===== src/logic/bp_params.svh =====
/*
 * branch predictor sizing macros
 * table geometry, fetch width, queue depth and statistics width
 */
`ifndef BP_PARAMS_SVH
`define BP_PARAMS_SVH

// instruction address width
`define BP_ADDR_W 24
// predictions returned per fetch cycle
`define BP_FETCH_SLOTS 2

// table index is low pc bits joined with global history
`define BP_HIST_W 2
`define BP_PC_IDX_W 7
`define BP_IDX_W 9

// update queue entries, must stay a power of two
`define BP_QUEUE_DEPTH 8
// width of the update and mispredict statistics
`define BP_CNT_W 32
// weakly not-taken, value left behind by a clear sweep
`define BP_CNT_WEAK_NT 1

`endif


===== src/logic/bp_pkg.sv =====
/*
 * branch predictor shared types
 * controller states and apb register word addresses
 */
`default_nettype none

package bp_pkg;

	// ============================================================
	// controller states
	// ============================================================
	typedef enum logic [1:0] {
		BP_CLEAR = 2'd0,
		BP_IDLE  = 2'd1,
		BP_RUN   = 2'd2
	} bp_state_t;

	// ============================================================
	// register map, byte addresses of 32-bit words
	// ============================================================
	typedef enum logic [3:0] {
		REG_CTRL    = 4'h0,
		REG_STATUS  = 4'h4,
		REG_UPDATES = 4'h8,
		REG_MISPRED = 4'hC
	} bp_reg_t;

endpackage

`default_nettype wire


===== src/logic/bp_apb_regs.sv =====
/*
 * apb register block
 * control, status and update / mispredict statistics, zero wait states
 */
`timescale 1ns/1ps
`default_nettype none
`include "bp_params.svh"

module bp_apb_regs import bp_pkg::*; (
	input  wire logic        clk,
	input  wire logic        rst,
	input  wire logic        psel,
	input  wire logic        penable,
	input  wire logic        pwrite,
	input  wire logic [3:0]  paddr,
	input  wire logic [31:0] pwdata,
	output logic [31:0]      prdata,
	input  wire bp_state_t   state,
	input  wire logic        q_empty,
	input  wire logic        overflow_pulse,
	input  wire logic        upd_pulse,
	input  wire logic        mispred_pulse,
	output logic             enable,
	output logic             clear_req
);

	logic                 wr_en;
	logic                 clearing;
	logic                 overflow;
	logic [`BP_CNT_W-1:0] upd_cnt;
	logic [`BP_CNT_W-1:0] mispred_cnt;

	// writes land on the access-phase edge
	assign wr_en    = psel && penable && pwrite;
	assign clearing = (state == BP_CLEAR);

	// ctrl bit1 is a command pulse, never stored
	assign clear_req = wr_en && (paddr == REG_CTRL) && pwdata[1];

	// ============================================================
	// control and sticky status
	// ============================================================
	always_ff @(posedge clk) begin
		if (rst) begin
			enable   <= 1'b0;
			overflow <= 1'b0;
		end else begin
			if (wr_en && paddr == REG_CTRL)
				enable <= pwdata[0];
			// write one to clear, a new drop in the same cycle wins
			if (wr_en && paddr == REG_STATUS && pwdata[1])
				overflow <= 1'b0;
			if (overflow_pulse)
				overflow <= 1'b1;
		end
	end

	// ============================================================
	// statistics, held at zero through a clear sweep
	// ============================================================
	always_ff @(posedge clk) begin
		if (rst || clearing) begin
			upd_cnt     <= '0;
			mispred_cnt <= '0;
		end else begin
			if (upd_pulse)
				upd_cnt <= upd_cnt + `BP_CNT_W'(1);
			if (mispred_pulse)
				mispred_cnt <= mispred_cnt + `BP_CNT_W'(1);
		end
	end

	// read mux, valid whenever the slave is selected
	always_comb begin
		prdata = '0;
		if (psel) begin
			case (paddr)
				REG_CTRL:    prdata = {31'd0, enable};
				REG_STATUS:  prdata = {29'd0, q_empty, overflow, clearing};
				REG_UPDATES: prdata = upd_cnt;
				REG_MISPRED: prdata = mispred_cnt;
				default:     prdata = '0;
			endcase
		end
	end

endmodule

`default_nettype wire


===== config.mk =====
export PLATFORM = sky130hd
export DESIGN_NAME = bp_apb_regs
export DESIGN_NICKNAME = d
export VERILOG_FILES = /design/src/logic/bp_pkg.sv /design/src/logic/bp_apb_regs.sv
export VERILOG_INCLUDE_DIRS = /design/src /design/src/logic
export SDC_FILE = /design/constraint.sdc
export NUM_CORES = 1
export LEC_CHECK = 0
export BUFFER_PORTS_ARGS = -buffer_cell sky130_fd_sc_hd__buf_2
export CAP_MARGIN = 20
export CORE_AREA = 2 2 71 124
export CTS_CLUSTER_DIAMETER = 80
export DETAILED_ROUTE_END_ITERATION = 7
export DIE_AREA = 0 0 73 126
export GPL_ROUTABILITY_DRIVEN = 0
export PLACE_DENSITY = 0.7
export SYNTH_ARGS = -nofsm -noshare
export SYNTH_HDL_FRONTEND = slang
export SYNTH_SLANG_ARGS = --single-unit

===== constraint.sdc =====
create_clock -name clk -period 2.4 [get_ports clk]
set_clock_uncertainty 0.2 [all_clocks]
set_input_delay 0.48 -clock clk [delete_from_list [all_inputs] [get_ports clk]]
set_output_delay 0.48 -clock clk [all_outputs]
set_load 0.05 [all_outputs]

==> summary.md <==
The post-route netlist has 26.9% of its cells at a drive strength greater than 1. For this run, the number of Yosys warnings is 0. The floorplan step defined a die boundary enclosing 0.00920 mm2.

The floorplan has 44 rows. The die is 126 um tall. Tracing the worst setup path back leads to its startpoint at paddr[1]. Power per unit of standard cell area: 534 mW/mm2. The worst-case IR drop observed on VDD is 0.000369 V. The total core area is 0.00820 mm2, and the count of endpoints failing hold in the final timing report is 0. For the fmax, the log shows 0.428 GHz.

The cell with the largest stage delay on the worst path was sky130_fd_sc_hd__clkbuf_4. For this run the aggregate overflow at the end of global routing stands at 0. Fraction of post-synthesis cell area in the top cell type by area: 36.6%. Setup violations remaining at the end of the flow were counted as 0.

The library cells used most frequently in the layout, excluding fill and tap cells, are 66 x sky130_fd_sc_hd__dfxtp_1, 32 x sky130_fd_sc_hd__nor2_1, 32 x sky130_fd_sc_hd__nand2_1. The worst setup path is captured at an output port. Counting tap cells, the placed design contains a total of 593 instances. For this design, the CTS-stage hold fixing added 0 buffers. After detailed placement, the total cell area comes to 0.00422 mm2.

The min-delay analysis places its worst path in the category input port to flip-flop. The count of buffers inserted at the top-level ports was 50. Headroom to the max-slew limit came out at 74.9%. The clock period could shrink to 2.34 ns. The synthesized design contains 0 enable-type register cells. Ranked by total cell area, the synthesized netlist is headed by sky130_fd_sc_hd__dfxtp_1 37%, sky130_fd_sc_hd__a22oi_1 6.4%, sky130_fd_sc_hd__nor2_1 6.4%.

The final route contains 3698 vias. The highest fanout seen on the critical path is 29. Dividing the detail-routed wire length by the instance count gives 16.2 um. Walking the worst path, the cells encountered are buf_2 -> nor3_2 -> and2_1 -> buf_12 -> a22oi_1 -> nor2_2 -> clkbuf_4.

Timing analysis after detailed placement gives a worst setup slack of -0.00688 ns. The clock sink total was 66; the synthesis-to-finish area growth was 26.6%. The first routing iteration left 284 violations.

The tools report the number of buffers inserted during clock tree synthesis as 9. The critical path in this run is classified as input port to output port. The run finished with clean final reports. For the number of pins exceeding their max-slew limit in the final report, the log shows 0.

Once detail routing completed, the nets flagged for antenna violations numbered 0. The first TritonRoute pass finished after 5 iterations. The worst-case clock buffer depth was 2; the cell leakage power was 1.47 nW. The deepest level of the CTS H-tree was 3. 0 antenna diodes ended up in the layout. In this run the clock root is driven by a sky130_fd_sc_hd__clkbuf_16. Number of global-route vias before repair: 3505.

The layout has 754 filler cells. After synthesis, the netlist uses 34 different library cells. The gate count of the mapped netlist was 456; the post-layout net count was 561.

The proportion of synthesized chip area in sequential cells came out at 36.6%. The source of the worst register-to-register timing path is mispred_cnt[13]. The first global-routing pass estimated 16.1 mm of wire.

After synthesis the cells add up to 0.00361 mm2. The initial antenna violation count is 0. In this design, the largest share of critical-path delay is due to buffers and inverters. Setup slack closes at 0.0637 ns.

Clock latency on the worst-skew pair, taken at its later pin, is 0.33 ns. The tools report the hold path startpoint as overflow_pulse. TritonCTS built the clock tree.

The final clock period utilization by the worst path is 97.3%. For this run, the number of standard cells in the final layout without fillers is 608. Using the TritonRoute via totals, the vias-per-cell ratio works out to 6.08. Counting flops with an async set or reset pin after synthesis yields a share of 0%. The floorplan step set the die width to 73 um. In this run the mean area of a mapped cell was 7.91 um2. For the I/O pin total, the log shows 81. The overall global routing resource usage is 22.2%, and the number of max-cap violations is 0.

The number of buffers and inverters on the critical path is 3. The largest single stage delay on the critical path is 0.23 ns. When the netlist entered floorplanning its net count stood at 505. sky130_fd_sc_hd__dfxtp_1 takes more of the synthesized area than any other cell. For this configuration, the core starts out at a cell density of 44.0%.

The worst setup path is launched from an input port. Detailed placement finished with a half-perimeter wire length of 7.07 mm. After routing the design area is 0.00457 mm2. The register bit count reported by yosys came out at 66. Data arrival time at the worst-slack endpoint: 1.66 ns.

In the routed design, unresolved DRC markers number 0. The library cell used most frequently in the layout, excluding fill and tap cells, is sky130_fd_sc_hd__dfxtp_1. Entering global routing, the biggest net connects 60 pins. For the worst setup path, the data required time is 1.72 ns.

For the pin with the worst max-slew slack, the measured transition is 0.371 ns. After clock tree synthesis, the clock-pin slew on the worst setup and hold paths is 0.05 ns. For this run, the leading register cell type out of synthesis is sky130_fd_sc_hd__dfxtp_1.

The tools report the aggregate routed wire length as 9.88 mm.
-- sequential cells by signal, summed over array words and instances, names as in the netlist --
signal,cells
mispred_cnt,32
overflow,1
enable,1
upd_cnt,32
-- timing repair --
item / 4_1_cts / 5_1_grt
gates cloned: 0 / 0
setup buffers: 0 / 0
endpoints found under the setup margin: 3 / 29
hold endpoints to repair: 0 / 0
gates resized for setup: 3 / 31
-- power by group --
| part | total, mW | internal, mW | switching [mW] |
|---|---|---|---|
| sequential | 1.11 | 1.10 | 0.00749 |
| clock | 1.21 | 0.743 | 0.462 |
| combinational | 0.123 | 0.0473 | 0.0753 |
-- area by class of cell --
class / instances / area, um2 / share of cell area, %
multi-input combinational: 353 / 2280 / 49.8
timing repair buffer: 76 / 562 / 12.3
inverter: 6 / 22.5 / 0.493
tap: 92 / 115 / 2.52
clock inverter: 3 / 15.0 / 0.329
clock buffer: 12 / 256 / 5.61
sequential: 66 / 1320 / 28.9
-- cell families after synthesis --
family | after synthesis | share of synthesized area, %
flops | 66 | 36.6
fa+ha+maj | 2 | 0.693
compound gates | 93 | 16.5
xor+xnor | 22 | 5.34
buf+inv | 37 | 4.09
simple gates | 220 | 32.2
mux | 16 | 4.54
-- worst register-to-register path: cells and delay by family, from the launching register on --
kind / cells / cell delay [ns]
AO/OA/AOI/OAI: 1 / 0.15
buffers and inverters: 1 / 0.21
flip-flops: 1 / 0.41
AND/OR/NAND/NOR: 3 / 1.28
-- routing by layer --
| metal | GRT usage, % | wire length (um) | vias up | share of wire, % |
|---|---|---|---|---|
| met1 | 24.5 | 3800 | 1766 | 38 |
| met5 | 0 | 0 | - | 0 |
| met2 | 38.7 | 5360 | 101 | 54 |
| met4 | 11.1 | 337 | 0 | 3.4 |
| met3 | 5.04 | 380 | 26 | 3.8 |
| li1 | - | - | 1805 | - |
-- per-stage QoR --
step           util (%)  hold WS (ns)  total power, mW  setup TNS [ns]
3_3_place_gp       51.5         0.256             1.25               0
2_1_floorplan         -         0.243             1.20          -0.438
5_1_grt            55.7         0.167             2.52         -0.0514
4_1_cts            54.9         0.149             2.46               0
3_5_place_dp       51.5         0.277             1.25         -0.0107
6_report           55.7         0.156             2.44               0
-- cell usage after synthesis (7+ instances only) --
master	number
sky130_fd_sc_hd__nand3_1	24
sky130_fd_sc_hd__or4_1	15
sky130_fd_sc_hd__clkbuf_1	24
sky130_fd_sc_hd__o21ai_0	13
sky130_fd_sc_hd__and4_1	10
sky130_fd_sc_hd__and3_1	7
sky130_fd_sc_hd__a22oi_1	31
sky130_fd_sc_hd__nor4_1	11
sky130_fd_sc_hd__xor2_1	10
sky130_fd_sc_hd__or3_1	12
sky130_fd_sc_hd__nand2_1	33
sky130_fd_sc_hd__mux2i_1	13
sky130_fd_sc_hd__nand4_1	17
sky130_fd_sc_hd__nor2_1	62
sky130_fd_sc_hd__a21oi_1	31
sky130_fd_sc_hd__or2_2	12
sky130_fd_sc_hd__dfxtp_1	66
sky130_fd_sc_hd__nor3_1	7
sky130_fd_sc_hd__xnor2_1	12
sky130_fd_sc_hd__o31ai_1	14
-- worst paths after layout --
path	endpoint	slack, ns	depth (start not counted)
worst min register to register	mispred_cnt[31]	0.28	2
worst max-delay path	prdata[15]	0.06	7
worst min-delay path	overflow	0.16	3
worst max register to register	mispred_cnt[28]	0.08	5
Note: power is estimated with default switching activity, not from simulation.
