## src/logic/bp_params.svh

```systemverilog
/*
 * branch predictor sizing macros
 * table geometry, fetch width, queue depth and statistics width
 */
`ifndef BP_PARAMS_SVH
`define BP_PARAMS_SVH

// instruction address width
`define BP_ADDR_W 24
// predictions returned per fetch cycle
`define BP_FETCH_SLOTS 2

// table index is low pc bits joined with global history
`define BP_HIST_W 2
`define BP_PC_IDX_W 7
`define BP_IDX_W 9

// update queue entries, must stay a power of two
`define BP_QUEUE_DEPTH 8
// width of the update and mispredict statistics
`define BP_CNT_W 32
// weakly not-taken, value left behind by a clear sweep
`define BP_CNT_WEAK_NT 1

`endif

```

## src/logic/bp_pkg.sv

```systemverilog
/*
 * branch predictor shared types
 * controller states and apb register word addresses
 */
`default_nettype none

package bp_pkg;

	// ============================================================
	// controller states
	// ============================================================
	typedef enum logic [1:0] {
		BP_CLEAR = 2'd0,
		BP_IDLE  = 2'd1,
		BP_RUN   = 2'd2
	} bp_state_t;

	// ============================================================
	// register map, byte addresses of 32-bit words
	// ============================================================
	typedef enum logic [3:0] {
		REG_CTRL    = 4'h0,
		REG_STATUS  = 4'h4,
		REG_UPDATES = 4'h8,
		REG_MISPRED = 4'hC
	} bp_reg_t;

endpackage

`default_nettype wire

```

## src/logic/bp_history_table.sv

```systemverilog
/*
 * two-bit counter table with global history
 * serves fetch predictions, applies queued updates and sweeps on clear
 */
`timescale 1ns/1ps
`default_nettype none
`include "bp_params.svh"

module bp_history_table import bp_pkg::*; (
	input  wire logic                  clk,
	input  wire logic                  rst,
	input  wire bp_state_t             state,
	input  wire logic [`BP_IDX_W-1:0]  clear_idx,
	input  wire logic [`BP_ADDR_W-1:0] fetch_ip [`BP_FETCH_SLOTS],
	output logic [`BP_FETCH_SLOTS-1:0] predict_taken,
	input  wire logic                  q_valid,
	input  wire logic [`BP_ADDR_W-1:0] q_ip,
	input  wire logic                  q_taken,
	output logic                       q_pop,
	output logic                       upd_pulse,
	output logic                       mispred_pulse
);

	localparam int TABLE_SIZE = 1 << `BP_IDX_W;

	logic [1:0]            table_mem [TABLE_SIZE];
	logic [`BP_HIST_W-1:0] hist;

	// update register, filled by a pop and written on the next edge
	logic                  upd_valid;
	logic [`BP_ADDR_W-1:0] upd_ip;
	logic                  upd_taken;

	logic [`BP_IDX_W-1:0]  wr_idx;
	logic [1:0]            wr_cnt;
	logic [1:0]            wr_cnt_new;
	logic                  clearing;
	logic                  upd_write;

	// ============================================================
	// prediction read, one index per fetch slot
	// ============================================================
	logic [`BP_IDX_W-1:0] rd_idx [`BP_FETCH_SLOTS];

	for (genvar s = 0; s < `BP_FETCH_SLOTS; s++) begin : g_pred
		assign rd_idx[s] = {fetch_ip[s][`BP_PC_IDX_W-1:0], hist};
		// upper counter bit is the taken guess
		assign predict_taken[s] = (state == BP_RUN) && table_mem[rd_idx[s]][1];
	end

	// ============================================================
	// update path
	// ============================================================
	assign clearing = (state == BP_CLEAR);
	assign q_pop    = (state == BP_RUN) && q_valid;

	// counter indexed with the history as it stands at write time
	assign wr_idx = {upd_ip[`BP_PC_IDX_W-1:0], hist};
	assign wr_cnt = table_mem[wr_idx];

	// saturating step toward the outcome
	always_comb begin
		if (upd_taken)
			wr_cnt_new = (wr_cnt == 2'd3) ? 2'd3 : wr_cnt + 2'd1;
		else
			wr_cnt_new = (wr_cnt == 2'd0) ? 2'd0 : wr_cnt - 2'd1;
	end

	// a sweep owns the write port, a pending update is dropped
	assign upd_write     = upd_valid && !clearing;
	assign upd_pulse     = upd_write;
	assign mispred_pulse = upd_write && (upd_taken != wr_cnt[1]);

	always_ff @(posedge clk) begin
		if (q_pop) begin
			upd_ip    <= q_ip;
			upd_taken <= q_taken;
		end
	end

	always_ff @(posedge clk) begin
		if (rst)
			upd_valid <= 1'b0;
		else
			upd_valid <= q_pop;
	end

	always_ff @(posedge clk) begin
		if (clearing)
			table_mem[clear_idx] <= 2'(`BP_CNT_WEAK_NT);
		else if (upd_write)
			table_mem[wr_idx] <= wr_cnt_new;
	end

	// newest outcome shifts in at bit 0
	always_ff @(posedge clk) begin
		if (rst || clearing)
			hist <= '0;
		else if (upd_write)
			hist <= {hist[`BP_HIST_W-2:0], upd_taken};
	end

endmodule

`default_nettype wire

```

## config.mk

```make
export PLATFORM = sky130hd
export DESIGN_NAME = bp_history_table
export DESIGN_NICKNAME = d
export VERILOG_FILES = /design/src/logic/bp_pkg.sv /design/src/logic/bp_history_table.sv
export VERILOG_INCLUDE_DIRS = /design/src /design/src/logic
export SDC_FILE = /design/constraint.sdc
export NUM_CORES = 1
export LEC_CHECK = 0
export BUFFER_PORTS_ARGS = -buffer_cell sky130_fd_sc_hd__clkbuf_2
export CORE_MARGIN = 5
export CORE_UTILIZATION = 50
export DETAILED_ROUTE_END_ITERATION = 12
export PLACE_DENSITY = 0.76
export SLEW_MARGIN = 25
export SYNTH_ARGS = -nofsm -noshare
export SYNTH_HDL_FRONTEND = slang
export SYNTH_SLANG_ARGS = --single-unit
```

## constraint.sdc

```tcl
create_clock -name clk -period 46.6 [get_ports clk]
set_input_delay 2.33 -clock clk [delete_from_list [all_inputs] [get_ports clk]]
set_output_delay 2.33 -clock clk [all_outputs]
set_load 0.005 [all_outputs]
```

==> impl_metrics.csv <==
group,metric,value,unit
synthesis,ys_seq_elements,1035,
critical_path,worst-path-max-fanout,110,
critical_path,cpPeakStageDelay,790,ps
synthesis,synth_top_family_by_area,"multiplexers",
finish,antenna_cells,0,
synthesis,synth_edf_count,1032,
finish,layout-drive-gt1-share,0.217,
critical_path,path_class,"flip-flop to output port",
critical_path,r2r-start,"hist[0]$_SDFFE_PP0P_",
place,pre_cts_slack,37380,ps
cts,clk-insertion-delay-late,690,ps
synthesis,seq_area_frac_synth,0.688,
critical_path,crit_slowest_cell,"dfxtp_4",
cts,cts_sinks,1035,
sta,period_share,0.190,
synthesis,synth_compound_area_frac,0.0336,
cts,numCtsBuffers,103,
detailed_routing,wl_per_cell,31.5,µm
critical_path,cp_cell_sequence,"buf_12 -> buf_4 -> mux4_2 -> mux4_2 -> o21a_1 -> a21oi_1 -> nor4b_1 -> nor4_1 -> o21ai_1 -> xnor2_1 -> nor2_1 -> clkbuf_2",
power_and_ir_drop,power_frac_comb,0.039,
finish,syn_to_final_growth,10.4,%
power_and_ir_drop,p_int,0.00150,W
detailed_routing,drc,0,
global_routing,use_met2,0.390,
sta,clock_skew,37.2,ps
global_routing,grt_pass1_wl,178,mm
run,cap_violations,0,
global_routing,grt_pass1_vias,26682,
floorplan,start_util,0.503,
critical_path,critPathRequiredTime,44270,ps
critical_path,reg2reg_setup_slack,38250,ps
power_and_ir_drop,netSwitchingPower,0.000411,W
detailed_routing,via_per_inst,6.79,
critical_path,reg2reg_depth,15,
sta,fmax,113,MHz
cts,clkTransAtPathRegs,60,ps
critical_path,r2r-end,"table_mem[366][0]$_DFFE_PP_",
sta,period_minus_slack,8860,ps
synthesis,syn-num-nets,2726,
critical_path,crit_path_end,"mispred_pulse",
outcome,status,"completed",
cts,post-cts-setup-buffers,0,
power_and_ir_drop,p_leak,14.8,nW
cts,hold_buffers,0,
synthesis,synth-simple-area-share,0.0598,
power_and_ir_drop,power_frac_seq,0.533,
critical_path,end_kind,"output port",
global_routing,grt-busiest-layer,"met2",
sta,relSlewSlack,0.312,
floorplan,ios,92,
global_routing,use_met3,0.0811,
floorplan,die_h,310,µm
finish,seqCellArea,0.0311,mm²
power_and_ir_drop,p_sw_frac,0.216,
cts,cts_tree,"done",
place,post-dp-hpwl,70.2,mm
detailed_routing,dr_total_vias,26406,
synthesis,syn-cell-area,0.0451,mm²
finish,fin_area,0.0498,mm²
sta,drv_slew,0,
critical_path,crit_top_cell,"mux4_2",
sta,tightestPinTransition,1030,ps
finish,fin_nets,2711,
floorplan,die_x,310,µm
detailed_routing,drtAntennaViolNets,0,
synthesis,syn_inst,2639,
power_and_ir_drop,clkPwrFrac,0.427,
finish,multiInputGateArea,0.0132,mm²
synthesis,yosysWarnings,0,
power_and_ir_drop,powerDensity,38.3,mW/mm²
detailed_routing,drt_iter0_markers,4506,
global_routing,grt_max_degree,193,
sta,rsz0062_at_grt,"no",
floorplan,dieArea,0.0964,mm²
detailed_routing,drtPass1Iterations,7,
place,portBuffers,40,
cts,h-tree-depth,3,
sta,setup-tns-final,0,ps
critical_path,startpoint,"hist[0]$_SDFFE_PP0P_",
critical_path,cp_data_arrival_time,6530,ps
cts,root_buffer,"clkbuf_16",
synthesis,synth_xor_area_frac,0.000194,
place,dpl_cell_area,0.0464,mm²
worst_hold_path,hp-class,"flip-flop to flip-flop",
finish,fillers,6635,
global_routing,gr-usage-all-layers,0.253,
synthesis,synth_area_per_cell,17.1,µm²
floorplan,rows,110,
global_routing,met1_usage,0.337,
sta,setup_viol,0,
synthesis,ys.flop_type,"edfxtp_1",
floorplan,coreArea,0.0897,mm²
power_and_ir_drop,vdd_ir_drop_max,27.7,µV
sta,setup_ws,37740,ps
synthesis,async_flop_share,0,
cts,clk_path_buf_depth,3,
global_routing,grt_overflow_total,0,
synthesis,synth-adder-area-share,0,
synthesis,ys_types,56,
critical_path,cp-start-kind,"flip-flop",
detailed_routing,routed_wl,122,mm
finish,post-route-util,0.555,
cts,cts_resized,0,
global_routing,antenna_found_initial,3,
place,gp_routability_congestion,0.902,
power_and_ir_drop,total_power,0.00191,W
synthesis,muxShareOfSynthArea,0.197,
sta,hold_viol_final,0,
-- synthesized netlist by cell type (all sizes together), types with 3 or more instances --
cell type / count / area share
edfxtp: 1032 / 0.69
nor2: 544 / 0.045
mux4: 324 / 0.16
mux2i: 158 / 0.035
clkbuf: 152 / 0.013
nand2: 86 / 0.0072
o221ai: 63 / 0.012
buf: 60 / 0.0077
a21oi: 39 / 0.0043
o21ai: 27 / 0.0030
o22ai: 23 / 0.0032
nor3: 16 / 0.0018
a211oi: 13 / 0.0022
inv: 9 / 0.00075
o31ai: 9 / 0.0015
nand3: 6 / 0.00067
and2: 5 / 0.00069
nor2b: 5 / 0.00069
nor4: 5 / 0.00083
a22oi: 4 / 0.00067
a31oi: 4 / 0.00055
nand3b: 4 / 0.00067
nand4: 4 / 0.00055
a211o: 3 / 0.00058
a221oi: 3 / 0.00058
dfxtp: 3 / 0.0013
nand2b: 3 / 0.00042
o2111ai: 3 / 0.00058
o32ai: 3 / 0.00058
-- how the worst min path moves through the flow --
stage,from,end,slack (ps),cells after the start
finish,upd_valid$_SDFF_PP0_,hist[1]$_SDFFE_PP0P_,730,2
global route,upd_valid$_SDFF_PP0_,hist[1]$_SDFFE_PP0P_,760,2
CTS,upd_valid$_SDFF_PP0_,hist[0]$_SDFFE_PP0P_,700,2
detailed placement,upd_valid$_SDFF_PP0_,hist[0]$_SDFFE_PP0P_,690,2
global placement,upd_valid$_SDFF_PP0_,hist[0]$_SDFFE_PP0P_,700,2
floorplan,upd_valid$_SDFF_PP0_,hist[0]$_SDFFE_PP0P_,550,2
-- critical path, delay by kind of cell (launching register included) --
family	cells	cell delay, ps
buffers and inverters	3	1690
DFF	1	790
AOI/OAI and AO/OA	3	740
xor gates and xnor gates	1	190
and+or+nand+nor	3	1070
muxes	2	1190
-- registers in the layout (all words and copies together), names as in the netlist --
signal	cells
table_mem	1024
upd_ip	7
upd_taken	1
upd_valid	1
hist	2
-- power groups by stage --
stage | combinational [W] | clock (W) | sequential (W)
finish | 0.0000747 | 0.000815 | 0.00102
global route | 0.0000762 | 0.000864 | 0.00102
CTS | 0.0000718 | 0.000821 | 0.00102
detailed placement | 0.0000713 | 0 | 0.00104
global placement | 0.0000700 | 0 | 0.00104
floorplan | 0.0000423 | 0 | 0.00104
-- cells by family after synthesis --
logic type                after synthesis
DFF                                  1035
and+or+nand+nor                       685
muxes                                 484
buffers and inverters                 221
AOI/OAI and AO/OA                     213
xor gates and xnor gates                1
-- layout make-up --
type                    count  area share
clock buffers             129      0.0537
clock inverters            63      0.0132
inverters                   9    0.000678
multi-input cells        1383       0.266
flip-flops and latches   1035       0.623
well taps                1176      0.0295
repair buffers             92      0.0139
-- layer usage --
metal | routed length, µm | vias up
met3 | 17600 | 398
li1 | - | 10529
met2 | 56300 | 2070
met5 | 38 | -
met1 | 42300 | 13403
met4 | 6110 | 6
-- through the flow --
step	hold WS [ps]	cells
2_1_floorplan	550	2639
3_3_place_gp	697	3693
3_5_place_dp	687	3694
4_1_cts	700	3886
5_1_grt	759	3887
6_report	728	3887
-- placed cells by master (no fill, tap or decap), types with 23 or more instances in the layout --
cell type	n
a21oi_1	39
buf_4	43
clkbuf_1	26
clkbuf_16	103
clkbuf_2	40
clkinv_1	23
edfxtp_1	1032
mux2i_1	158
mux4_2	324
nand2_1	70
nor2_1	544
o221ai_1	63
o22ai_1	23
No activity file was read; power rests on OpenSTA's default activity.
