`config.mk`:
```
export PLATFORM = sky130hd
export DESIGN_NAME = bp_ctrl_fsm
export DESIGN_NICKNAME = d
export VERILOG_FILES = /design/src/logic/bp_params.svh /design/src/logic/bp_pkg.sv /design/src/logic/bp_ctrl_fsm.sv
export SDC_FILE = /design/constraint.sdc
export NUM_CORES = 1
export LEC_CHECK = 0
export BUFFER_PORTS_ARGS = -buffer_cell sky130_fd_sc_hd__buf_2
export CORE_AREA = 5 5 42 44
export CTS_CLUSTER_DIAMETER = 200
export CTS_CLUSTER_SIZE = 16
export DETAILED_ROUTE_END_ITERATION = 6
export DIE_AREA = 0 0 47 49
export HOLD_SLACK_MARGIN = 0.1
export PLACE_DENSITY_LB_ADDON = 0.08
export SYNTH_ARGS = -nofsm -noshare
export SYNTH_HDL_FRONTEND = slang
export SYNTH_SLANG_ARGS = --single-unit
```
`constraint.sdc`:
```
create_clock -name clk -period 1.8 [get_ports clk]
set_input_delay 0.09 -clock clk [delete_from_list [all_inputs] [get_ports clk]]
set_output_delay 0.09 -clock clk [all_outputs]
set_load 0.05 [all_outputs]
```
`src/logic/bp_params.svh`:
```
/*
 * branch predictor sizing macros
 * table geometry, fetch width, queue depth and statistics width
 */
`ifndef BP_PARAMS_SVH
`define BP_PARAMS_SVH

// instruction address width
`define BP_ADDR_W 24
// predictions returned per fetch cycle
`define BP_FETCH_SLOTS 2

// table index is low pc bits joined with global history
`define BP_HIST_W 2
`define BP_PC_IDX_W 7
`define BP_IDX_W 9

// update queue entries, must stay a power of two
`define BP_QUEUE_DEPTH 8
// width of the update and mispredict statistics
`define BP_CNT_W 32
// weakly not-taken, value left behind by a clear sweep
`define BP_CNT_WEAK_NT 1

`endif

```
`src/logic/bp_pkg.sv`:
```
/*
 * branch predictor shared types
 * controller states and apb register word addresses
 */
`default_nettype none

package bp_pkg;

	// ============================================================
	// controller states
	// ============================================================
	typedef enum logic [1:0] {
		BP_CLEAR = 2'd0,
		BP_IDLE  = 2'd1,
		BP_RUN   = 2'd2
	} bp_state_t;

	// ============================================================
	// register map, byte addresses of 32-bit words
	// ============================================================
	typedef enum logic [3:0] {
		REG_CTRL    = 4'h0,
		REG_STATUS  = 4'h4,
		REG_UPDATES = 4'h8,
		REG_MISPRED = 4'hC
	} bp_reg_t;

endpackage

`default_nettype wire

```
`src/logic/bp_ctrl_fsm.sv`:
```
/*
 * predictor controller
 * sequences the table clear sweep, idle and run
 */
`timescale 1ns/1ps
`default_nettype none

module bp_ctrl_fsm import bp_pkg::*; (
	input  wire logic clk,
	input  wire logic rst,
	input  wire logic enable,
	input  wire logic clear_req,
	input  wire logic clear_done,
	output logic      clear_start,
	output bp_state_t state
);

	bp_state_t state_next;

	always_comb begin
		state_next = state;
		case (state)
			BP_CLEAR: begin
				// a request here restarts the sweep, stay put
				if (clear_req)
					state_next = BP_CLEAR;
				else if (clear_done)
					state_next = enable ? BP_RUN : BP_IDLE;
			end
			BP_IDLE: begin
				if (clear_req)
					state_next = BP_CLEAR;
				else if (enable)
					state_next = BP_RUN;
			end
			BP_RUN: begin
				if (clear_req)
					state_next = BP_CLEAR;
				else if (!enable)
					state_next = BP_IDLE;
			end
			default: state_next = BP_CLEAR;
		endcase
	end

	// counter restarts on entry to clear and on a repeated request
	assign clear_start = (state_next == BP_CLEAR) && ((state != BP_CLEAR) || clear_req);

	always_ff @(posedge clk) begin
		if (rst)
			state <= BP_CLEAR;
		else
			state <= state_next;
	end

	a_done_exits: assert property (@(posedge clk) disable iff (rst)
		(state == BP_CLEAR && clear_done) |=> (state != BP_CLEAR));

endmodule

`default_nettype wire

```
==> run summary, run 1 <==
The number of antenna violations at the first check in global routing is 0. In the final layout, the registers with the most flip-flops are state x2. After floorplanning, the core was sized to cover 0.00140 mm². Summed over all layers, the routed wires come to 249 µm.

The cell area that synthesis handed to floorplanning was 80.1 µm². In the layout the commonest cells are buf_2 (7), clkbuf_4 (3), nor3_1 (2), dfxtp_1 (2). The worst hold path class was input port to register. Number of hold-slack violations in the final timing report: 0. For the total power draw, the log shows 170 µW.

Max-cap violations in this run came to 0. Gates resized during post-CTS repair numbered 0. The max-slew violation count came out at 0. For the warning count from the yosys run, the log shows 0. 8 I/O pins were placed.

In this run the static leakage power is 0.0799 nW. The die is 49 µm tall. VDD sags by at most 207 µV. The clock drives 2 sinks. The share of the cycle needed by the critical path after routing came out at 58.7%. The worst setup path is captured at an output pin.

In the routed design, unresolved DRC markers number 0. The tools report the via total after detailed routing as 99. The number of antenna diodes in the final layout is 0.

Power density of the placed cells: 1010 mW/mm². For the arrival time of data at the critical path endpoint, the log shows 970 ps. The root buffer cell chosen for the clock tree is clkbuf_4. End-of-flow core utilization: 12.0%. In the final timing run, aggregate negative setup slack is 0 ps.

Input and output buffers added on the ports amount to 7. The count of endpoints failing setup in the final report is 0. The clock edge transition at the registers on the reported setup and hold paths is 30 ps. The count of antenna-violating nets left after detailed routing is 0, and the die width is 47 µm. The run gives 25 as the final net count. The first-pass GRT wire length was 379 µm; the number of DRC markers in iteration 0 was 2. The most common cell after layout, fill and taps aside was buf_2. The number of vias per cell after detailed routing came out at 2.91.

For this run, the top clock speed supported by timing is 946 MHz. After synthesis the netlist holds a flip-flop and latch count of 2. The run finished with clean final reports. The congestion estimate from routability-driven global placement came to 0.605.

Synthesis handed over a netlist of 7 instances. After synthesis, the netlist uses 5 different library cells. For the number of global-route vias before repair, the log shows 97.

After floorplanning, the core was divided into 14 placement rows. The run gives 3 as the number of CTS-inserted buffers. The share of the Yosys chip area taken by registers is 50.0%.

For this run the aggregate overflow at the end of global routing stands at 0. Setup repair after global routing left no endpoint under its margin. Once layout is complete, the cells apart from fillers number 34. The maximum net fanout on the critical path is 4, and the time the worst path needs with I/O delays and setup is 1060 ps. The setup slack after layout is 743 ps, and the required time of the critical path is 1710 ps.

Maximum level of the CTS H-tree: 1. The category of the critical setup timing path is register to output pin. Floorplan die area: 0.00230 mm².

For the net count after synthesis, the log shows 12. Kind of start point of the critical path: a register. The first TritonRoute pass finished after 2 iterations. The number of flip-flops in the largest register was 2; the wire length per cell was 7.32 µm. The logs give 2.50 ps for the worst-case clock skew and 30 for the number of placed instances, taps included. Counting flops per register, the top entry is state.

Worst-case setup slack after placement: 937 ps. The total of fill cells in the finished design was 168; the average size of a mapped cell was 11.4 µm². Across every metal layer, demand over resource in global routing totals 3.16%. The tools report the hold buffer count at cts as 1. The fraction of layout instances using a drive strength above 1 is 66.7%. At the pin with the least slew margin, the transition time is 279 ps. The effective utilization at floorplan was 5.71%. TritonCTS built the clock tree. Headroom to the max-slew limit came out at 81.2%.

Entering global routing, the biggest net connects 5 pins. The run gives 0 as the setup fix buffers added after clock tree synthesis. Compared with the post-synthesis result, the final layout area differs by 109%. The logs give 220 ps for the clock latency at the later pin of the worst-skew pair and 2 for the clock tree buffer depth.
-- synthesized netlist by cell type --
library cell,count,share of area (%)
dfxtp_1,2,50
nor3_1,2,13
a211o_1,1,11
a21o_2,1,11
nor3b_2,1,16
-- critical path, stage by stage (launching register included) --
cell and delay [ps]:
dfxtp_1 360, a21o_2 140, buf_2 250
-- final cells by class --
class,count,area [µm²],area share (%)
clock buffers,3,22.5,13.4
flip-flops and latches,2,40.0,23.9
well taps,16,20.0,11.9
multi-input cells,5,40.0,23.9
repair buffers,8,45.0,26.9
-- final timing paths --
check | slack (ps) | end | start | depth (start not counted)
max | 740 | clear_start | state[1] | 2
min | 160 | state[0] | rst | 3
max reg2reg | 940 | state[1] | state[1] | 2
min reg2reg | 630 | state[0] | state[0] | 2
-- metal layers --
layer  up-vias  global-route usage, %  routed length [µm]
met2         8                   2.04                  87
met4         0                   2.76                   0
met5         -                      0                   0
met1        41                   2.63                  90
met3         0                   6.64                  71
li1         50                      -                   -
-- logic make-up (layout without fill, tap and decap cells) --
group | Yosys count | in the layout | share of synthesized area, %
flops | 2 | 2 | 50.0
simple gates | 3 | 3 | 28.1
buf+inv | 0 | 11 | 0
compound gates | 2 | 2 | 21.9
-- stage by stage --
| step | hold slack [ps] | instance area, µm² |
|---|---|---|
| CTS | 153 | 168 |
| finish | 162 | 168 |
| global route | 154 | 168 |
| detailed placement | 271 | 135 |
| global placement | 285 | 135 |
| floorplan | 169 | 80.1 |
-- power by group --
group,internal [mW],switching [mW],leakage [nW],total (mW)
combinational,0.00944,0.0146,0.0498,0.0240
clock,0.0735,0.0249,0.0138,0.0983
sequential,0.0462,0.00136,0.0163,0.0475
total,0.129,0.0408,0.0799,0.170
Power figures use the tool's default switching activity.
==> run 2: changes to the inputs <==
Clock period 1.8 ns to 1 ns, I/O delays scaled along.
==> run summary, run 2 (same netlist as run 1, synthesis figures left out) <==
The run finished with clean final reports. The reg-to-reg critical path startpoint is state[1]. For the combinational share of power, the log shows 15.0%. The maximum level of the CTS H-tree is 1, and the number of CTS-inserted buffers is 3.

Finished layout cell area: 176 µm². The power density of the placed cells is 1750 mW/mm². The arrival time of data at the critical path endpoint came out at 900 ps.

Clock tree synthesis selected as its root buffer the cell clkbuf_4. The leakage power of the design is 0.0829 nW, and the number of antenna violations at the first check in global routing is 0. The initialized floorplan defines 14 standard-cell rows.

The number of DRC markers in iteration 0 is 6. In this run the deepest clock path goes through 2 buffers. STA classifies the critical path startpoint as a register. Fraction of layout instances using a drive strength above 1: 77.8%.

The tools report the required time of the critical path as 950 ps. The via total after detailed routing was 96. The maximum number of pins on one net before global-route repair is 5, and the final RePlAce weighted congestion is 0.629. Leaving out fill and tap cells, the most frequent cells in the layout are buf_2 (6), clkbuf_4 (3), nor3_1 (2), dfxtp_2 (2). For the placed standard-cell area, the log shows 138 µm². The layout-stage area growth over the synthesis result is 120%. The total of fill cells in the finished design was 175; the total I/O pin count was 8. The count of endpoints failing setup in the final report is 0. In this run the tightest slew margin relative to its limit is 79.6%.

The worst hold path was traced through 3 stages. The power dissipated by switching net loads came out at 72.6 µW. The share of the cycle needed by the critical path after routing was 95.0%; the fraction of power consumed by sequential logic was 27.9%. The tools report the category of the worst setup path capture point as an output pin.

The floorplan step set the die height to 49 µm. Summed over all layers, the global routing overflow is 0. The largest registers in the layout are state x2.

Port buffering added 7 buffers. The kind of cell with the highest combined delay along the critical path is flip-flops. Total of max-cap violations: 0.

The final wirelength was 248 µm; the clock edge transition at the registers on the reported setup and hold paths was 30 ps. The buffer and inverter count on the worst path came out at 1. The die covers 0.00230 mm². Net switching is 23.6% of the power.

VDD sags by at most 226 µV. Number of global-route vias before repair: 97. Cell with the largest stage delay on the worst path: dfxtp_2. The first-pass GRT wire length came out at 379 µm.

Between clock sinks in the finished design, the worst skew comes to 2.20 ps. The most common cell after layout, fill and taps aside is buf_2. Counting every sink on the clock net gives 2. In the final design database the tool counted 25 nets. Endpoint of the worst-slack reg-to-reg timing path: state[1]. Adding up every negative setup slack in the final design gives 0 ps. The tools report the area of the core region as 0.00140 mm². The die width is 47 µm. The critical path is of the register to output pin type. The number of hold-slack violations in the final timing report was 0. For this run, design rule violations remaining after detail routing come to 0. The detail route stage leaves a number of antenna-violating nets equal to 0.

The setup fix buffers added after clock tree synthesis is 0, and the global-route total usage across every layer is 3.16%. The top achievable clock speed came out at 1050 MHz. In this run the worst path has a maximum fanout of 4.

The effective utilization at floorplan was 5.71%. The launch point of the worst hold path is rst. In this run the worst hold path is classified as input port to register.

The number of antenna diodes in the final layout is 0. Setup slack on the worst reg-to-reg path comes out at 150 ps. On the worst path, the slowest cell contributes a delay of 320 ps. Using the TritonRoute via totals, the vias-per-cell ratio works out to 2.82. For the pin with the worst max-slew slack, the measured transition is 303 ps. Traced cell by cell, the critical path runs through a21o_2 -> buf_6. The clock network is responsible for 57.0% of the overall power. The clock latency at the later pin of the worst-skew pair is 220 ps.

Before antenna repair, the detailed router went through 2 iterations. The tools report the max-slew violation count as 0. The register containing the most flip-flops in the final layout is state. Before CTS, the worst setup slack after placement is 154 ps. The cell count of the worst reg-to-reg path is 2, and the time the worst path needs with I/O delays and setup is 950 ps. TritonCTS built the clock tree. The number of flip-flops in the largest register came out at 2. Cell internal power was estimated by the tool at 236 µW.

The worst hold path terminates at state[1]. In this run the worst setup path begins at state[1]. In the final routed layout, each cell accounts on average for 7.29 µm.

The setup slack after layout came out at 49.8 ps. Setup repair after global routing left no endpoint under its margin.
## run 2: cell counts in the layout (fill, tap and decap cells not counted)
Identical to the previous run, type by type.
## run 2: worst max path at each step
stage | to | slack (ps) | depth (start not counted)
3_5_place_dp | state[0] | 150 | 2
4_1_cts | clear_start | 20 | 2
5_1_grt | clear_start | 20 | 2
3_3_place_gp | state[0] | 100 | 2
2_1_floorplan | state[1] | 60 | 2
6_report | clear_start | 50 | 2
## run 2: metal layers
| layer | vias to the layer above | part of all wire (%) | track usage (%) |
|---|---|---|---|
| met1 | 38 | 44 | 2.84 |
| met3 | 0 | 28 | 4.80 |
| li1 | 50 | - | - |
| met4 | 0 | 0 | 5.53 |
| met2 | 8 | 27 | 1.58 |
| met5 | - | 0 | 0 |
## run 2: through the flow
| step | util [%] | hold WS [ps] | cells | total power, mW |
|---|---|---|---|---|
| after floorplan | - | 122 | 7 | 0.114 |
| after global placement | 9.82 | 235 | 30 | 0.129 |
| after detailed placement | 9.82 | 224 | 30 | 0.127 |
| after CTS | 12.3 | 104 | 34 | 0.319 |
| after global routing | 12.6 | 140 | 34 | 0.328 |
| final | 12.6 | 112 | 34 | 0.308 |
## run 2: cell type report
type	count	area (µm²)	share of cell area (%)
repair buffers	8	51.3	29.1
clock buffers	3	22.5	12.8
well taps	16	20.0	11.3
multi-input cells	5	40.0	22.7
flip-flops and latches	2	42.5	24.1
## run 2: timing repair
item                                   CTS  global route
cloned                                   0             0
resized for setup                        1             1
endpoints found under the hold margin    2             0
hold buffers                             1             0
setup endpoints to repair                1             1
## run 2: power by group through the flow
stage	Clock (mW)	Sequential [mW]	Combinational, mW
2_1_floorplan	0	0.0960	0.0178
3_3_place_gp	0	0.0873	0.0419
3_5_place_dp	0	0.0871	0.0401
4_1_cts	0.188	0.0861	0.0448
5_1_grt	0.192	0.0867	0.0495
6_report	0.176	0.0860	0.0463
## run 2: tightest hold or removal path, cell delays in order
cell and delay, ps:
buf_2 80, a211o_1 120, nor3b_2 50
