==> src/logic/bp_params.svh <==
/*
 * branch predictor sizing macros
 * table geometry, fetch width, queue depth and statistics width
 */
`ifndef BP_PARAMS_SVH
`define BP_PARAMS_SVH

// instruction address width
`define BP_ADDR_W 24
// predictions returned per fetch cycle
`define BP_FETCH_SLOTS 2

// table index is low pc bits joined with global history
`define BP_HIST_W 2
`define BP_PC_IDX_W 7
`define BP_IDX_W 9

// update queue entries, must stay a power of two
`define BP_QUEUE_DEPTH 8
// width of the update and mispredict statistics
`define BP_CNT_W 32
// weakly not-taken, value left behind by a clear sweep
`define BP_CNT_WEAK_NT 1

`endif

==> src/logic/bp_clear_counter.sv <==
/*
 * clear sweep counter
 * walks every table index once after a start or a reset
 */
`timescale 1ns/1ps
`default_nettype none
`include "bp_params.svh"

module bp_clear_counter (
	input  wire logic                 clk,
	input  wire logic                 rst,
	input  wire logic                 start,
	output logic [`BP_IDX_W-1:0]      idx,
	output logic                      busy,
	output logic                      done
);

	localparam int IDX_W = `BP_IDX_W;

	logic last;

	assign last = (idx == {IDX_W{1'b1}});

	// a restart in the final cycle wins, so done is held off
	assign done = busy && last && !start;

	// reset begins a sweep, the controller also resets into clear
	always_ff @(posedge clk) begin
		if (rst || start) begin
			idx  <= '0;
			busy <= 1'b1;
		end else if (busy) begin
			idx <= idx + IDX_W'(1);
			if (last)
				busy <= 1'b0;
		end
	end

endmodule

`default_nettype wire

==> config.mk <==
export PLATFORM = sky130hd
export DESIGN_NAME = bp_clear_counter
export DESIGN_NICKNAME = d
export VERILOG_FILES = /design/src/logic/bp_clear_counter.sv
export VERILOG_INCLUDE_DIRS = /design/src /design/src/logic
export SDC_FILE = /design/constraint.sdc
export NUM_CORES = 1
export LEC_CHECK = 0
export BUFFER_PORTS_ARGS = -buffer_cell sky130_fd_sc_hd__buf_4
export CORE_AREA = 2 2 39 41
export DETAILED_ROUTE_END_ITERATION = 10
export DIE_AREA = 0 0 41 43
export GPL_TIMING_DRIVEN = 0
export PLACE_DENSITY_LB_ADDON = 0.3
export SETUP_SLACK_MARGIN = 0.3
export SYNTH_ARGS = -nofsm -noshare
export SYNTH_HDL_FRONTEND = slang
export SYNTH_SLANG_ARGS = --single-unit
==> constraint.sdc <==
create_clock -name clk -period 1.78 [get_ports clk]
set_clock_uncertainty 0.05 [all_clocks]
set_input_delay 0.267 -clock clk [delete_from_list [all_inputs] [get_ports clk]]
set_output_delay 0.267 -clock clk [all_outputs]
set_load 0.05 [all_outputs]
==> flow_summary.yaml, run 1 <==
finish:
  mostFrequentLayoutCell: "buf_4"
  nets: 79
  fillers: 129
  diodes: 0
  drive_gt1_share_pct: 54.8
  fin_cells: 89
  syn_to_final_growth_pct: 58.5
  fin_util_pct: 50.5
  layout_common_cells: "buf_4 (18), nor2_1 (7), dfxtp_4 (5)"
synthesis:
  syn_area_um2: 440
  synth_area_leaders: "dfxtp_1 (45%), nor2_1 (7.7%), xor2_1 (6.0%)"
  synth_fp_nets: 55
  synth-seq-area-share_pct: 45.5
  synthCells: 50
  yosysTopAreaCell: "dfxtp_1"
  yosys_register_bits: 10
  synth.avg_cell_area_um2: 8.81
  yosys_warnings: 0
  ys_types: 17
  yosysTopAreaCellShare_pct: 45.5
routing:
  topRoutingLayerUsed: "met4"
  firstDrtPassIters: 2
  wl_per_cell_um: 11.1
  antenna_left: 0
  drt_iter0_drc: 1
  vias: 416
  routed_wl_um: 991
  wl_met3_um: 32
  drt-met1-wl_um: 428
  drc: 0
  wl_met2_um: 511
  via_per_inst: 4.67
timing:
  timing.hold.ws_ns: 0.146
  rsz0062_at_grt: "yes"
  finalHoldViolCount: 0
  min_period_over_period_pct: 95.7
  worst_slew_pin_slew_ns: 0.388
  fmax_ghz: 0.587
  totalNegativeSetupSlack_ns: 0
  slew_headroom_pct: 74.2
  fin_crit_ns: 1.70
  slew_viol_final: 0
  setup_viol: 0
floorplanning:
  dieArea_um2: 1760
  initial_core_util_pct: 31.8
  die_h_um: 43
  coreArea_um2: 1380
  rows: 14
  fp.dieW_um: 41
  pin_count: 14
grt:
  grt_pass1_wl_um: 1480
  antenna_found_initial: 0
  track_usage_pct: 13.4
  grt_pass1_vias: 377
  grt_start_max_net_pins: 11
  overflow: 0
status:
  outcome: "finished clean"
cts:
  clockBufferDepth: 2
  cts_sinks: 10
  cts_htree_levels: 1
  root_buffer: "clkbuf_4"
  holdBufCountCts: 0
  cts_buffers: 3
  clkTransAtPathRegs_ns: 0.07
  clock_latency_ns: 0.26
  cts_tree: "built"
job:
  maxCapViolCount: 0
power_and_ir_drop:
  p_per_area_nw_per_um2: 600
  p_leak_nw: 0.303
  ir_drop_mv: 0.301
  power_uw: 419
critical_path:
  worst-endpoint-required_ns: 1.46
  cp-start-kind: "flop"
  crit_fanout: 5
  worstSetupPathType: "reg2out"
  end_kind: "output port"
  arrival_ns: 1.39
place:
  place.gp.congestion: 0.629
  dp_cells: 79
  io_buffers: 13
  dpl.hpwl_um: 630
hold_path:
  min_path_type: "in2reg"
-- area by class of cell --
| type | instances | area [µm²] | share of cell area [%] |
|---|---|---|---|
| Clock inverter | 1 | 3.75 | 0.538 |
| Sequential cell | 10 | 224 | 32.1 |
| Multi-Input combinational cell | 37 | 269 | 38.5 |
| Buffer | 2 | 8.76 | 1.25 |
| Clock buffer | 3 | 22.5 | 3.23 |
| Inverter | 1 | 3.75 | 0.538 |
| Timing Repair Buffer | 19 | 146 | 21.0 |
| Tap cell | 16 | 20.0 | 2.87 |
-- where the power goes --
| part | internal (mW) | switching (mW) |
|---|---|---|
| Combinational | 0.0134 | 0.0192 |
| Clock | 0.0810 | 0.0831 |
| Sequential | 0.220 | 0.00219 |
-- metal layers --
metal  vias up  track usage [%]
met3         2             3.14
li1        219                -
met5         -                0
met2         5             16.6
met4         0             16.0
met1       190             16.3
-- registers in the layout, summed over array words and instances (netlist names) --
name / cells
idx: 9
busy: 1
-- cells in the mapped netlist --
cell type,instances
xnor2_1,1
clkbuf_1,1
inv_1,1
o21ai_0,4
or3_1,3
nand4_1,3
nand4_2,1
mux2i_1,2
ha_1,2
nor2_1,9
a21oi_1,3
nand3_1,3
or2_2,1
dfxtp_1,10
nand2_1,2
xor2_1,3
buf_2,1
-- kinds of logic (layout without fill, tap and decap cells) --
| family | Yosys count | count (layout) | synth area share, % |
|---|---|---|---|
| AOI/OAI and AO/OA | 7 | 7 | 7.95 |
| xor gates and xnor gates | 4 | 4 | 7.96 |
| adders and majority gates | 2 | 2 | 5.68 |
| buffers and inverters | 3 | 26 | 2.84 |
| DFF | 10 | 10 | 45.5 |
| muxes | 2 | 2 | 4.55 |
| and+or+nand+nor | 22 | 22 | 25.6 |
-- final timing paths --
path / from / slack (ns) / endpoint / cells after the start
setup / recovery: idx[4]$_SDFFE_PP0P_ / 0.08 / done / 6
hold / removal: rst / 0.15 / busy$_SDFF_PP1_ / 3
setup reg to reg: busy$_SDFF_PP1_ / 0.52 / idx[6]$_SDFFE_PP0P_ / 4
hold reg to reg: idx[7]$_SDFFE_PP0P_ / 0.45 / idx[7]$_SDFFE_PP0P_ / 2
-- repair_timing --
item	4_1_cts	5_1_grt
resized for setup	4	2
buffers inserted	3	3
pin swaps	4	1
setup endpoints to repair	1	1
-- worst max-delay path: stages (launching register included) --
cell	delay, ns
dfxtp_4	0.38
nand4_4	0.12
nor2_2	0.12
ha_2	0.18
nand2_2	0.06
nor2_4	0.09
buf_6	0.16
-- metrics by stage --
stage / setup WS [ns] / instance area [µm²]
2_1_floorplan: 0.150 / 484
3_3_place_gp: 0.221 / 602
3_5_place_dp: 0.230 / 602
4_1_cts: 0.0347 / 664
5_1_grt: -0.000810 / 698
6_report: 0.0774 / 698
Power figures use the tool's default switching activity.
==> inputs of run 2 (changes only) <==
- ABC_AREA: default -> 1
- SETUP_SLACK_MARGIN: 0.3 -> default
==> run 2 against run 1 <==
  * First-iteration DRC count rose to 3.0 times the previous value
  * Largest cell class unchanged
  * Synthesized cell count rose by 32%
  * Critical path depth increased by 1
  * Count of clock-buffer cells in the layout grew 1
  * Via count grew 13%
  * Critical path type unchanged
  * Maximum frequency shrank 4.3%
  * Flip-flop and latch count is the same
  * Final cell count rose by 17%
  * Non-clock buffer count down 2
==> flow_summary.yaml, run 2 <==
status:
  outcome: "finished clean"
power_and_ir_drop:
  pwr-share-comb_pct: 7.6
  power_uw: 424
  ir_drop_mv: 0.447
  p_sw_uw: 100
  p_leak_nw: 0.301
  seqPwrFrac_pct: 53.4
  p_per_area_nw_per_um2: 587
  power.internal_uw: 324
  clkPwrFrac_pct: 38.9
  switching_share_pct: 23.6
hold_path:
  whs_path_depth: 3
  hold_end: "busy$_SDFF_PP1_"
  hold_start: "rst"
  min_path_type: "in2reg"
routing:
  wl_met2_um: 445
  wl_met3_um: 50
  routed_wl_um: 983
  topRoutingLayerUsed: "met4"
  drc: 0
  firstDrtPassIters: 4
  antenna_left: 0
  drt_iter0_drc: 3
  via_per_inst: 4.50
  drt-met1-wl_um: 461
  wl_per_cell_um: 9.45
  vias: 468
grt:
  grt_pass1_wl_um: 1540
  grt_pass1_vias: 381
  grt_start_max_net_pins: 10
  overflow: 0
  track_usage_pct: 13.2
  antenna_found_initial: 0
synthesis:
  synth_area_leaders: "dfxtp_1 (42%), nand2_1 (13%), nor2_1 (7.9%)"
  synth.avg_cell_area_um2: 7.20
  synthArstFlopShare_pct: 0
  synth_edf_count: 0
  ys_types: 14
  yosysTopAreaCell: "dfxtp_1"
  synthFlopType: "dfxtp_1"
  yosys_warnings: 0
  synthCells: 66
  ys_top_cells_by_count: "nand2_1 (16), dfxtp_1 (10), nor2_1 (10)"
  synth_fp_nets: 71
  synth_most_common_cell: "nand2_1"
  yosysTopAreaCellShare_pct: 42.1
  syn_area_um2: 475
  yosys_register_bits: 10
  synth-seq-area-share_pct: 42.1
critical_path:
  max_stage_delay_ns: 0.36
  reg2reg_depth: 6
  r2r-start: "idx[1]$_SDFFE_PP0P_"
  worst-endpoint-required_ns: 1.46
  cp-start-kind: "flop"
  arrival_ns: 1.46
  rrSetupSlack_ns: 0.53
  worstSetupPathType: "reg2out"
  r2r_end: "idx[8]$_SDFFE_PP0P_"
  crit_fanout: 2
  crit_chain: "ha_4 > nand3_4 > nor3_2 > ha_2 > nand2_2 > nor2_4 > buf_8"
  end_kind: "output port"
  crit_slowest_cell: "dfxtp_4"
timing:
  totalNegativeSetupSlack_ns: 0
  rsz0062_at_grt: "yes"
  slew_headroom_pct: 87.8
  min_period_over_period_pct: 100
  worst_slew_pin_slew_ns: 0.183
  slew_viol_final: 0
  fin_crit_ns: 1.78
  finalHoldViolCount: 0
  setup_viol: 0
  final.setup.worst_slack_ns: 0.000332
  fmax_ghz: 0.562
  timing.hold.ws_ns: 0.171
finish:
  top_regs: "idx (9), busy (1)"
  layout_common_cells: "buf_4 (18), nand2_1 (15), nor2_1 (9)"
  fin_util_pct: 52.2
  mostFrequentLayoutCell: "buf_4"
  fin_cells: 104
  nets: 94
  drive_gt1_share_pct: 45.5
  diodes: 0
  fillers: 138
  largest-register: "idx"
  syn_to_final_growth_pct: 51.8
  largest_reg_flops: 9
  final_area_um2: 722
place:
  dp_cells: 95
  place.gp.congestion: 0.665
  io_buffers: 13
  dpl_cell_area_um2: 616
  dpl.hpwl_um: 676
  dpl_worst_slack_ns: 0.119
floorplanning:
  fp.dieW_um: 41
  pin_count: 14
  rows: 14
  dieArea_um2: 1760
  coreArea_um2: 1380
  die_h_um: 43
  initial_core_util_pct: 34.4
cts:
  cts_htree_levels: 1
  clock_latency_ns: 0.27
  root_buffer: "clkbuf_4"
  clkTransAtPathRegs_ns: 0.07
  clockBufferDepth: 2
  cts_sinks: 10
  holdBufCountCts: 0
  cts_buffers: 3
  cts_tree: "built"
job:
  maxCapViolCount: 0
-- run 2: changes by cell type in the layout (fill, tap and decap cells not counted), sizes merged, moves of 2 or more --
cell   before  now
inv         1    8
a21oi       3    5
nand2       2   18
nor3        0    2
nor2        9   12
or3         3    0
xor2        3    0
mux2i       2    0
nand4       4    1
-- run 2: worst max-delay path by stage --
stage | startpoint | to | slack, ns
after floorplan | idx[0]$_SDFFE_PP0P_ | done | 0.06
after global placement | idx[0]$_SDFFE_PP0P_ | done | 0.11
after detailed placement | idx[0]$_SDFFE_PP0P_ | done | 0.12
after CTS | idx[1]$_SDFFE_PP0P_ | done | -0.06
after global routing | idx[1]$_SDFFE_PP0P_ | done | -0.06
final | idx[1]$_SDFFE_PP0P_ | done | 0.0003
-- run 2: power by group through the flow --
stage	clock network, mW	registers (mW)	logic, mW
after global placement	0	0.232	0.0271
final	0.165	0.227	0.0324
after global routing	0.180	0.227	0.0354
after CTS	0.170	0.226	0.0326
after floorplan	0	0.239	0.00866
after detailed placement	0	0.232	0.0274
-- run 2: cell type report --
class / instances / area, µm² / share of cell area, %
Multi-Input combinational cell: 47 / 280 / 38.8
Timing Repair Buffer: 18 / 143 / 19.8
Clock buffer: 4 / 26.3 / 3.64
Sequential cell: 10 / 215 / 29.8
Buffer: 1 / 7.51 / 1.04
Inverter: 8 / 30.0 / 4.16
Tap cell: 16 / 20.0 / 2.77
-- run 2: layer usage --
metal / track usage, % / up-vias
met4: 8.00 / 0
met2: 17.2 / 10
met5: 0 / -
met3: 3.14 / 4
li1: - / 251
met1: 18.9 / 203
-- run 2: kinds of logic after synthesis --
logic type,count (synthesis),share of synthesized area [%]
and+or+nand+nor,36,34.5
xor gates and xnor gates,1,1.84
buffers and inverters,9,7.90
DFF,10,42.1
adders and majority gates,2,5.26
AOI/OAI and AO/OA,8,8.42
-- run 2: timing repair --
action | 4_1_cts | 5_1_grt
pin swaps | 5 | 2
resized for setup | 7 | 2
endpoints found under the setup margin | 1 | 1
gates cloned | 0 | 0
setup buffers | 4 | 1
-- run 2: critical path: cells and delay by family (launching register included) --
kind,cells,cell delay [ns]
buffers and inverters,1,0.15
adder cells (fa/ha/maj),2,0.35
AND/OR/NAND/NOR,4,0.34
flip-flops,1,0.36
==> inputs of run 3 (changes only) <==
- PLACE_DENSITY_LB_ADDON: 0.3 -> 0.2
- clock period: 1.78 -> 1.9 ns (I/O delays scaled with it)
==> run 3 against run 2 <==
  * Wire length is 3.6% lower
  * Critical path depth stayed put
  * Critical endpoint unchanged
  * Flip-flop and latch count stayed put
  * Register-to-register slack better by 0.11 ns
  * Via count is 1.7% lower
  * Sequential share of layout area hardly changed
  * Total power is 8.6% lower
==> flow_summary.yaml, run 3 (synthesis gave the netlist of run 2 again) <==
status:
  outcome: "finished clean"
power_and_ir_drop:
  pwr-share-comb_pct: 7.8
  ir_drop_mv: 0.343
  power.internal_uw: 297
  p_per_area_nw_per_um2: 566
  p_leak_nw: 0.281
  switching_share_pct: 23.4
  clkPwrFrac_pct: 37.0
  seqPwrFrac_pct: 55.3
  power_uw: 388
  p_sw_uw: 90.6
critical_path:
  crit_fanout: 2
  crit_chain: "ha_4 > nand3_4 > nor3_2 > ha_2 > nand2_2 > nor2_4 > buf_8"
  end_kind: "output port"
  reg2reg_depth: 6
  worst-endpoint-required_ns: 1.56
  arrival_ns: 1.46
  rrSetupSlack_ns: 0.64
  worst-path-buf-inv: 1
  r2r-start: "idx[0]$_SDFFE_PP0P_"
  worstSetupPathType: "reg2out"
  max_stage_delay_ns: 0.35
  cp-start-kind: "flop"
  crit_start: "idx[0]$_SDFFE_PP0P_"
  cp.depth: 7
  crit_slowest_cell: "dfxtp_2"
  r2r_end: "idx[8]$_SDFFE_PP0P_"
  path_delay_family: "flip-flops"
  crit_path_end: "done"
timing:
  slew_viol_final: 0
  slew_headroom_pct: 83.9
  worst_slew_pin_slew_ns: 0.241
  min_period_over_period_pct: 94.5
  setup_viol: 0
  fin_crit_ns: 1.80
  fmax_ghz: 0.557
  finalHoldViolCount: 0
grt:
  antenna_found_initial: 0
  grt_pass1_vias: 406
  grt_pass1_wl_um: 1640
  track_usage_pct: 13.7
  overflow: 0
  grt_start_max_net_pins: 10
cts:
  holdBufCountCts: 0
  cts_buffers: 3
  clock_latency_ns: 0.26
  cts_sinks: 10
  clockBufferDepth: 2
  root_buffer: "clkbuf_4"
  clkTransAtPathRegs_ns: 0.06
  cts_tree: "built"
  cts_htree_levels: 1
floorplanning:
  rows: 14
  die_h_um: 43
  initial_core_util_pct: 34.4
  fp.dieW_um: 41
  pin_count: 14
  dieArea_um2: 1760
  coreArea_um2: 1380
routing:
  antenna_left: 0
  drc: 0
  via_per_inst: 4.60
  routed_wl_um: 948
  drt_iter0_drc: 4
  vias: 460
  firstDrtPassIters: 2
  wl_per_cell_um: 9.48
finish:
  final_area_um2: 684
  fin_cells: 100
  largest_reg_flops: 9
  largest-register: "idx"
  top_regs: "idx (9), busy (1)"
  fillers: 148
  fin_util_pct: 49.5
  layout_common_cells: "nand2_1 (15), buf_4 (15), nor2_1 (9)"
  multi_input_area_um2: 280
  diodes: 0
  syn_to_final_growth_pct: 43.9
  drive_gt1_share_pct: 38.1
  seq_area_um2: 204
  nets: 91
place:
  dpl.hpwl_um: 694
  dp_cells: 95
  io_buffers: 13
  place.gp.congestion: 0.681
  dpl_cell_area_um2: 603
hold_path:
  whs_path_depth: 3
  min_path_type: "in2reg"
job:
  maxCapViolCount: 0
[run 3: cell types whose count changed in the layout (fill, tap and decap cells not counted)]
cell / delta
clkbuf_1: -1
dfxtp_4: -2
dfxtp_2: -3
buf_4: -3
dfxtp_1: +5
[run 3: layout make-up]
type                            count  area share, %
Multi-Input combinational cell     47           41.0
Buffer                              1           1.10
Timing Repair Buffer               15           17.6
Tap cell                           16           2.93
Sequential cell                    10           29.8
Clock buffer                        3           3.29
Inverter                            8           4.39
[run 3: how the worst min path moves through the flow]
| stage | endpoint | from |
|---|---|---|
| after floorplan | busy$_SDFF_PP1_ | rst |
| after global placement | idx[0]$_SDFFE_PP0P_ | idx[0]$_SDFFE_PP0P_ |
| after CTS | busy$_SDFF_PP1_ | rst |
| after detailed placement | idx[0]$_SDFFE_PP0P_ | idx[0]$_SDFFE_PP0P_ |
| final | busy$_SDFF_PP1_ | rst |
| after global routing | busy$_SDFF_PP1_ | rst |
[run 3: per-stage QoR]
stage,hold WS (ns),setup slack [ns],setup TNS (ns)
global route,0.200,-0.00272,-0.00272
floorplan,0.342,0.0449,0
global placement,0.397,0.234,0
detailed placement,0.403,0.233,0
finish,0.201,0.104,0
CTS,0.199,0.0144,0
[run 3: power groups by stage]
stage | clock network, mW | logic [mW] | registers [mW]
2_1_floorplan | 0 | 0.00815 | 0.226
5_1_grt | 0.159 | 0.0330 | 0.214
4_1_cts | 0.149 | 0.0303 | 0.214
6_report | 0.143 | 0.0301 | 0.214
3_5_place_dp | 0 | 0.0257 | 0.219
3_3_place_gp | 0 | 0.0255 | 0.219
[run 3: worst min-delay path: stages]
cell,delay (ns)
buf_4,0.09
nor2_4,0.05
o21ai_0,0.06
[run 3: timing repair]
item | 4_1_cts | 5_1_grt
endpoints found under the hold margin | 0 | 0
endpoints found under the setup margin | 1 | 1
pin swaps | 2 | 2
setup buffers | 2 | 0
resized for setup | 6 | 4
[run 3: layer usage]
| layer | vias up | part of all wire [%] | global-route usage [%] |
|---|---|---|---|
| li1 | 243 | - | - |
| met3 | 2 | 8.0 | 6.28 |
| met4 | 0 | 2.0 | 6.00 |
| met2 | 12 | 45 | 19.7 |
| met5 | - | 0 | 0 |
| met1 | 203 | 44 | 17.0 |
